$ cat config.mk
export PLATFORM = sky130hd
export DESIGN_NAME = conv_top
export DESIGN_NICKNAME = d
export VERILOG_FILES = /design/src/verilog/conv_pkg.sv /design/src/verilog/conv_fsm.sv /design/src/verilog/pixel_counter.sv /design/src/verilog/kernel_regs.sv /design/src/verilog/image_buffer.sv /design/src/verilog/conv_datapath.sv /design/src/verilog/conv_top.sv
export VERILOG_INCLUDE_DIRS = /design/src /design/src/include
export SDC_FILE = /design/constraint.sdc
export NUM_CORES = 2
export LEC_CHECK = 0
export BUFFER_PORTS_ARGS = -buffer_cell sky130_fd_sc_hd__buf_2
export CORE_ASPECT_RATIO = 1.4
export CORE_MARGIN = 10
export CORE_UTILIZATION = 56
export CTS_CLUSTER_SIZE = 30
export DETAILED_ROUTE_END_ITERATION = 12
export PLACE_DENSITY_LB_ADDON = 0.2
export SYNTH_ARGS = -nofsm -noshare
export SYNTH_HDL_FRONTEND = slang
export SYNTH_SLANG_ARGS = --single-unit
$ cat constraint.sdc
create_clock -name clk -period 19.8 [get_ports clk]
set_clock_uncertainty 0.1 [all_clocks]
set_input_delay 1.98 -clock clk [delete_from_list [all_inputs] [get_ports clk]]
set_output_delay 1.98 -clock clk [all_outputs]
set_load 0.02 [all_outputs]
$ cat src/include/conv_cfg.svh
`ifndef CONV_CFG_SVH
`define CONV_CFG_SVH

// data widths
`define CONV_PIXEL_W   8
`define CONV_OUT_W     16
`define CONV_ACC_W     20

// image side range and index widths
`define CONV_IMG_MAX   8
`define CONV_IMG_MIN   3
`define CONV_SIZE_W    4
`define CONV_COORD_W   3

// kernel and activation
`define CONV_TAPS      9
`define CONV_LEAKY_DIV 10

`endif

$ cat src/verilog/conv_pkg.sv
`include "conv_cfg.svh"

package conv_pkg;

	// --------------------------------------------------
	// control encodings
	// --------------------------------------------------
	typedef enum logic [2:0] {
		IDLE,
		LOAD_KERNEL,
		LOAD_IMAGE,
		SWEEP,
		DRAIN
	} conv_state_e;

	typedef enum logic {
		PAD_ZERO,
		PAD_REPLICATE
	} pad_mode_e;

	typedef enum logic {
		ACT_RELU,
		ACT_LEAKY
	} act_mode_e;

	// --------------------------------------------------
	// data types
	// --------------------------------------------------
	typedef logic signed [`CONV_PIXEL_W-1:0]   pixel_t;
	typedef logic signed [2*`CONV_PIXEL_W-1:0] product_t;
	typedef logic signed [`CONV_ACC_W-1:0]     acc_t;
	typedef logic signed [`CONV_OUT_W-1:0]     result_t;
	typedef logic [`CONV_COORD_W-1:0]          coord_t;

endpackage

$ cat src/verilog/conv_fsm.sv
`timescale 1ns/1ps

module conv_fsm (
	input  logic                  clk,
	input  logic                  rst_n,
	input  logic                  kernel_valid,
	input  logic                  image_valid,
	input  logic                  last,
	input  logic                  empty,
	output conv_pkg::conv_state_e state
);

	conv_pkg::conv_state_e next_state;

	always_ff @(posedge clk or negedge rst_n) begin
		if (!rst_n) begin
			state <= conv_pkg::IDLE;
		end else begin
			state <= next_state;
		end
	end

	// --------------------------------------------------
	// transitions
	// --------------------------------------------------
	always_comb begin
		next_state = state;
		case (state)
			conv_pkg::IDLE: begin
				// first beat of either stream is taken here
				if (kernel_valid) begin
					next_state = conv_pkg::LOAD_KERNEL;
				end else if (image_valid) begin
					next_state = conv_pkg::LOAD_IMAGE;
				end
			end
			conv_pkg::LOAD_KERNEL: begin
				if (!kernel_valid) begin
					next_state = conv_pkg::IDLE;
				end
			end
			conv_pkg::LOAD_IMAGE: begin
				if (image_valid && last) begin
					next_state = conv_pkg::SWEEP;
				end
			end
			conv_pkg::SWEEP: begin
				// final position goes into the pipe this cycle
				if (last) begin
					next_state = conv_pkg::DRAIN;
				end
			end
			conv_pkg::DRAIN: begin
				if (empty) begin
					next_state = conv_pkg::IDLE;
				end
			end
			default: begin
				next_state = conv_pkg::IDLE;
			end
		endcase
	end

endmodule

$ cat src/verilog/pixel_counter.sv
`timescale 1ns/1ps
`include "conv_cfg.svh"

module pixel_counter (
	input  logic                    clk,
	input  logic                    rst_n,
	input  conv_pkg::conv_state_e   state,
	input  logic                    image_valid,
	input  logic [`CONV_SIZE_W-1:0] img_size,
	output conv_pkg::coord_t        row,
	output conv_pkg::coord_t        col,
	output logic                    last
);

	conv_pkg::coord_t max_idx;
	logic             load_beat;
	logic             step;

	assign max_idx = conv_pkg::coord_t'(img_size - 1'b1);
	assign last    = (row == max_idx) && (col == max_idx);

	// the first image beat arrives while still idle
	assign load_beat = image_valid &&
		(state == conv_pkg::IDLE || state == conv_pkg::LOAD_IMAGE);
	assign step = load_beat || (state == conv_pkg::SWEEP);

	always_ff @(posedge clk or negedge rst_n) begin
		if (!rst_n) begin
			row <= '0;
			col <= '0;
		end else if (step) begin
			if (last) begin
				// wrap to origin, which also starts the sweep
				row <= '0;
				col <= '0;
			end else if (col == max_idx) begin
				row <= row + 1'b1;
				col <= '0;
			end else begin
				col <= col + 1'b1;
			end
		end else if (state == conv_pkg::IDLE) begin
			row <= '0;
			col <= '0;
		end
	end

endmodule

$ cat src/verilog/kernel_regs.sv
`timescale 1ns/1ps
`include "conv_cfg.svh"

module kernel_regs (
	input  logic                    clk,
	input  logic                    rst_n,
	input  conv_pkg::conv_state_e   state,
	input  logic                    kernel_valid,
	input  logic [`CONV_SIZE_W-1:0] image_size,
	input  logic                    pad_mode,
	input  logic                    act_mode,
	input  conv_pkg::pixel_t        in_data,
	output conv_pkg::pixel_t        taps [`CONV_TAPS],
	output logic [`CONV_SIZE_W-1:0] img_size,
	output conv_pkg::pad_mode_e     pad_sel,
	output conv_pkg::act_mode_e     act_sel
);

	// tap chain, oldest beat ends up in taps[0] (top left)
	always_ff @(posedge clk) begin
		if (kernel_valid) begin
			for (int i = 0; i < `CONV_TAPS - 1; i++) begin
				taps[i] <= taps[i+1];
			end
			taps[`CONV_TAPS-1] <= in_data;
		end
	end

	// job settings, sampled on the opening kernel beat
	always_ff @(posedge clk or negedge rst_n) begin
		if (!rst_n) begin
			img_size <= `CONV_SIZE_W'(`CONV_IMG_MIN);
			pad_sel  <= conv_pkg::PAD_ZERO;
			act_sel  <= conv_pkg::ACT_RELU;
		end else if (kernel_valid && state == conv_pkg::IDLE) begin
			img_size <= image_size;
			pad_sel  <= conv_pkg::pad_mode_e'(pad_mode);
			act_sel  <= conv_pkg::act_mode_e'(act_mode);
		end
	end

endmodule

$ cat src/verilog/image_buffer.sv
`timescale 1ns/1ps
`include "conv_cfg.svh"

module image_buffer (
	input  logic                    clk,
	input  logic                    rst_n,
	input  conv_pkg::conv_state_e   state,
	input  logic                    image_valid,
	input  conv_pkg::pixel_t        in_data,
	input  conv_pkg::coord_t        row,
	input  conv_pkg::coord_t        col,
	input  logic [`CONV_SIZE_W-1:0] img_size,
	input  conv_pkg::pad_mode_e     pad_sel,
	output conv_pkg::pixel_t        window [`CONV_TAPS]
);

	conv_pkg::pixel_t store [`CONV_IMG_MAX][`CONV_IMG_MAX];
	logic             wr_en;

	assign wr_en = image_valid &&
		(state == conv_pkg::IDLE || state == conv_pkg::LOAD_IMAGE);

	// --------------------------------------------------
	// pixel store
	// --------------------------------------------------
	always_ff @(posedge clk or negedge rst_n) begin
		if (!rst_n) begin
			for (int r = 0; r < `CONV_IMG_MAX; r++) begin
				for (int c = 0; c < `CONV_IMG_MAX; c++) begin
					store[r][c] <= '0;
				end
			end
		end else if (wr_en) begin
			store[row][col] <= in_data;
		end
	end

	// --------------------------------------------------
	// padded 3x3 window around (row, col)
	// --------------------------------------------------
	always_comb begin
		int               r;
		int               c;
		int               lim;
		logic             in_range;
		conv_pkg::coord_t rs;
		conv_pkg::coord_t cs;

		lim = int'(img_size) - 1;
		for (int i = 0; i < 3; i++) begin
			for (int j = 0; j < 3; j++) begin
				r = int'(row) + i - 1;
				c = int'(col) + j - 1;
				in_range = (r >= 0) && (r <= lim) && (c >= 0) && (c <= lim);
				// clamp into the image; only used as-is when replicating
				if (r < 0) r = 0;
				else if (r > lim) r = lim;
				if (c < 0) c = 0;
				else if (c > lim) c = lim;
				rs = conv_pkg::coord_t'(r);
				cs = conv_pkg::coord_t'(c);
				if (in_range || pad_sel == conv_pkg::PAD_REPLICATE) begin
					window[i*3+j] = store[rs][cs];
				end else begin
					window[i*3+j] = '0;
				end
			end
		end
	end

endmodule

$ cat src/verilog/conv_datapath.sv
`timescale 1ns/1ps
`include "conv_cfg.svh"

module conv_datapath (
	input  logic                  clk,
	input  logic                  rst_n,
	input  conv_pkg::conv_state_e state,
	input  conv_pkg::pixel_t      window [`CONV_TAPS],
	input  conv_pkg::pixel_t      taps [`CONV_TAPS],
	input  conv_pkg::act_mode_e   act_sel,
	output logic                  out_valid,
	output conv_pkg::result_t     out_data,
	output logic                  empty
);

	localparam conv_pkg::acc_t SAT_MAX =
		conv_pkg::acc_t'((1 << (`CONV_OUT_W - 1)) - 1);

	conv_pkg::product_t prod [`CONV_TAPS];
	logic               prod_valid;
	conv_pkg::acc_t     sum;
	conv_pkg::result_t  act_out;

	// --------------------------------------------------
	// stage 1: products
	// --------------------------------------------------
	always_ff @(posedge clk) begin
		for (int i = 0; i < `CONV_TAPS; i++) begin
			prod[i] <= window[i] * taps[i];
		end
	end

	always_ff @(posedge clk or negedge rst_n) begin
		if (!rst_n) begin
			prod_valid <= 1'b0;
		end else begin
			prod_valid <= (state == conv_pkg::SWEEP);
		end
	end

	// --------------------------------------------------
	// stage 2: sum, activation, cap
	// --------------------------------------------------
	always_comb begin
		sum = '0;
		for (int i = 0; i < `CONV_TAPS; i++) begin
			sum = sum + conv_pkg::acc_t'(prod[i]);
		end
		if (!sum[`CONV_ACC_W-1]) begin
			act_out = (sum > SAT_MAX) ? conv_pkg::result_t'(SAT_MAX) : conv_pkg::result_t'(sum);
		end else if (act_sel == conv_pkg::ACT_LEAKY) begin
			// signed divide truncates toward zero, always in range
			act_out = conv_pkg::result_t'(sum / `CONV_LEAKY_DIV);
		end else begin
			act_out = '0;
		end
	end

	always_ff @(posedge clk or negedge rst_n) begin
		if (!rst_n) begin
			out_valid <= 1'b0;
			out_data  <= '0;
		end else begin
			out_valid <= prod_valid;
			out_data  <= prod_valid ? act_out : '0;
		end
	end

	assign empty = !prod_valid && !out_valid;

endmodule

$ cat src/verilog/conv_top.sv
`timescale 1ns/1ps
`include "conv_cfg.svh"

module conv_top (
	input  logic                           clk,
	input  logic                           rst_n,
	input  logic                           kernel_valid,
	input  logic                           image_valid,
	input  logic [`CONV_SIZE_W-1:0]        image_size,
	input  logic                           pad_mode,
	input  logic                           act_mode,
	input  logic signed [`CONV_PIXEL_W-1:0] in_data,
	output logic                           out_valid,
	output logic signed [`CONV_OUT_W-1:0]   out_data
);

	conv_pkg::conv_state_e   state;
	conv_pkg::coord_t        row;
	conv_pkg::coord_t        col;
	logic                    last;
	logic                    empty;
	conv_pkg::pixel_t        taps [`CONV_TAPS];
	conv_pkg::pixel_t        window [`CONV_TAPS];
	logic [`CONV_SIZE_W-1:0] img_size;
	conv_pkg::pad_mode_e     pad_sel;
	conv_pkg::act_mode_e     act_sel;

	conv_fsm i_conv_fsm (
		.clk          (clk),
		.rst_n        (rst_n),
		.kernel_valid (kernel_valid),
		.image_valid  (image_valid),
		.last         (last),
		.empty        (empty),
		.state        (state)
	);

	pixel_counter i_pixel_counter (
		.clk         (clk),
		.rst_n       (rst_n),
		.state       (state),
		.image_valid (image_valid),
		.img_size    (img_size),
		.row         (row),
		.col         (col),
		.last        (last)
	);

	kernel_regs i_kernel_regs (
		.clk          (clk),
		.rst_n        (rst_n),
		.state        (state),
		.kernel_valid (kernel_valid),
		.image_size   (image_size),
		.pad_mode     (pad_mode),
		.act_mode     (act_mode),
		.in_data      (in_data),
		.taps         (taps),
		.img_size     (img_size),
		.pad_sel      (pad_sel),
		.act_sel      (act_sel)
	);

	image_buffer i_image_buffer (
		.clk         (clk),
		.rst_n       (rst_n),
		.state       (state),
		.image_valid (image_valid),
		.in_data     (in_data),
		.row         (row),
		.col         (col),
		.img_size    (img_size),
		.pad_sel     (pad_sel),
		.window      (window)
	);

	conv_datapath i_conv_datapath (
		.clk       (clk),
		.rst_n     (rst_n),
		.state     (state),
		.window    (window),
		.taps      (taps),
		.act_sel   (act_sel),
		.out_valid (out_valid),
		.out_data  (out_data),
		.empty     (empty)
	);

endmodule

==> qor.yml <==
floorplan:
  ioPinCount: 35
  core-area_mm2: 0.1292
  start_util_pct: 56.35
  rows: 156
  die_w_um: 324.7
  fp.dieH_um: 446.6
  dieArea_mm2: 0.1450
layout:
  layout.nets: 8914
  area_growth_pct: 6.508
  fillers: 11200
  design_area_mm2: 0.07754
  drive_gt1_share_pct: 13.31
  final_cells: 9782
cts:
  hold_buffers: 0
  cts_tree: "yes"
  ctsResizeCount: 0
  clk_path_buf_depth: 3
  clockRootBuffer: "clkbuf_16"
  insertion_delay_ns: 0.75
  cts_setup_buffers: 0
  cts_sinks: 761
  cts_buffers: 83
  cts-htree-levels: 3
  cts.clk_slew.worst_paths_ns: 0.06
sta:
  min_period_ns: 13.65
  rsz0062_at_grt: "false"
  hold_viol: 0
  hold_slack_ns: 0.4503
  worstMarginPinSlew_ns: 1.574
  fin_tns_setup_ns: 0
  setup_violations: 0
  maxSlewHeadroom_pct: -6.024
  fin_crit_sh_pct: 68.93
  fmax_ghz: 0.07327
  drv_slew: 4
placed_design:
  place.gp.congestion: 1.014
  placed_area_mm2: 0.07463
  dp_hpwl_um: 175200
  port_buffers: 34
  dp.cells: 9625
worst_hold_path:
  min_path_type: "reg -> reg"
route:
  wl_per_cell_um: 24.73
  first_pass_iters: 9
  drt_iter0_drc: 5701
  ant_nets: 0
  drt-total-wl_um: 242000
  vias: 60760
  via_per_inst: 6.211
  drc: 0
setup_path:
  path_class: "reg -> reg"
  required_ns: 20.31
  max_stage_delay_ns: 0.53
  arrival_ns: 14.16
  crit_path_frequent_cell: "a21oi_1"
  cp_max_fo: 29
  cp_slowest_cell: "fa_1"
  start_kind: "flip-flop"
  endpoint_kind: "flip-flop"
yosys:
  yosysTopAreaCell: "dfrtp_1"
  synth_top_area_share_pct: 18.66
  ys_seq_elements: 761
  synth_warnings: 0
  synth.avg_cell_area_um2: 8.898
  ys_seq_area_share_pct: 25.66
  async_flop_share_pct: 71.62
  synth.distinct_cells: 112
  synth-edff-count: 72
  syn_area_mm2: 0.07281
  syn_nets: 9123
  syn_inst: 8182
  synth_area_leaders: "dfrtp_1 (19%), fa_1 (16%), nand2_1 (8.8%)"
  synthTopCellsByCount: "nand2_1 (1703), inv_1 (893), nand3_1 (611), fa_1 (595), dfrtp_1 (543)"
  yosys.cell_count.top_type: "nand2_1"
  ys_dominant_reg_cell: "dfrtp_1"
run_status:
  violations: "max-capacitance violations, max-slew violations"
  outcome: "finished with violations"
global_route:
  grt_antenna_before_repair: 6
  grt_pass1_vias: 60850
  grt_usage_pct: 33.04
  grt_max_degree: 171
  grt-ovfl-total: 0
  grt_pass1_wl_um: 369000
job:
  drv_cap: 1
-- registers in the layout, summed over array words and instances, names as in the netlist --
name	flops
i_conv_datapath.out_data	16
i_conv_datapath.out_valid	1
i_conv_datapath.prod	144
i_conv_datapath.prod_valid	1
i_conv_fsm.state	3
i_image_buffer.store	512
i_kernel_regs.act_sel	1
i_kernel_regs.img_size	4
i_kernel_regs.pad_sel	1
i_kernel_regs.taps	72
i_pixel_counter.col	3
i_pixel_counter.row	3
-- placed cells by master, fill, tap and decap left out, types with 163 or more instances in the layout --
cell     Yosys  routed
nand2_1   1703    1700
mux2_2     534     534
a21oi_1    168     163
fa_1       595     595
ha_1       328     328
nor2_1     426     424
nand3_1    611     611
dfrtp_1    543     543
o21ai_0    195     184
inv_1      893     893
xnor2_1    178     178
-- kinds of logic after synthesis --
group	synth area share (%)
compound gates	9.555
xor+xnor	2.856
fa+ha+maj	22.00
buf+inv	6.957
flops	25.66
mux	14.26
simple gates	18.71
-- cell type report --
cell class | instances | area, um^2 | area share (%)
repair buffers | 153 | 1139 | 1.468
clock buffers | 115 | 2430 | 3.133
flip-flops and latches | 761 | 18690 | 24.10
multi-input cells | 6078 | 49280 | 63.55
inverters | 896 | 3363 | 4.337
well taps | 1738 | 2175 | 2.804
diodes | 3 | 7.507 | 0.009681
clock inverters | 38 | 464.2 | 0.5986
-- critical path, delay by kind of cell, from the launching register on --
| kind | cells | cell delay, ns |
|---|---|---|
| AOI/OAI and AO/OA | 26 | 5.57 |
| xor gates and xnor gates | 3 | 0.91 |
| adders and majority gates | 6 | 2.39 |
| buffers and inverters | 3 | 0.40 |
| DFF | 1 | 0.31 |
| muxes | 1 | 0.39 |
| and+or+nand+nor | 15 | 3.45 |
-- per-stage QoR --
stage                     utilization, %  setup slack (ns)
after floorplan                        -             7.926
after global placement             57.76             6.301
after detailed placement           57.76             6.191
after CTS                          60.00             6.167
after global routing               60.01             4.928
final                              60.01             6.152
-- layer usage --
metal  vias up  wire [um]  global-route usage [%]
met5         -         42                       0
met4         6      24950                   28.80
met3       858      18870                   6.366
met2      2800     114600                   54.97
met1     30050      83540                   36.17
li1      27050          -                       -
-- worst paths after layout --
kind	slack, ns	startpoint	cells past startpoint	endpoint
worst max-delay path	6.15	i_conv_datapath.prod[0][1]	54	i_conv_datapath.out_data[14]
worst min-delay path	0.45	i_image_buffer.store[105]	1	i_image_buffer.store[105]
worst max register to register	6.15	i_conv_datapath.prod[0][1]	54	i_conv_datapath.out_data[14]
max in group asynchronous	14.57	rst_n	5	i_conv_datapath.out_data[12]
worst min register to register	0.45	i_image_buffer.store[105]	1	i_image_buffer.store[105]
min in group asynchronous	1.14	rst_n	1	i_image_buffer.store[365]
Power is left out: the tool's default activity adds up to more than one toggle a clock period on the data nets, which glitch-free logic cannot reach.
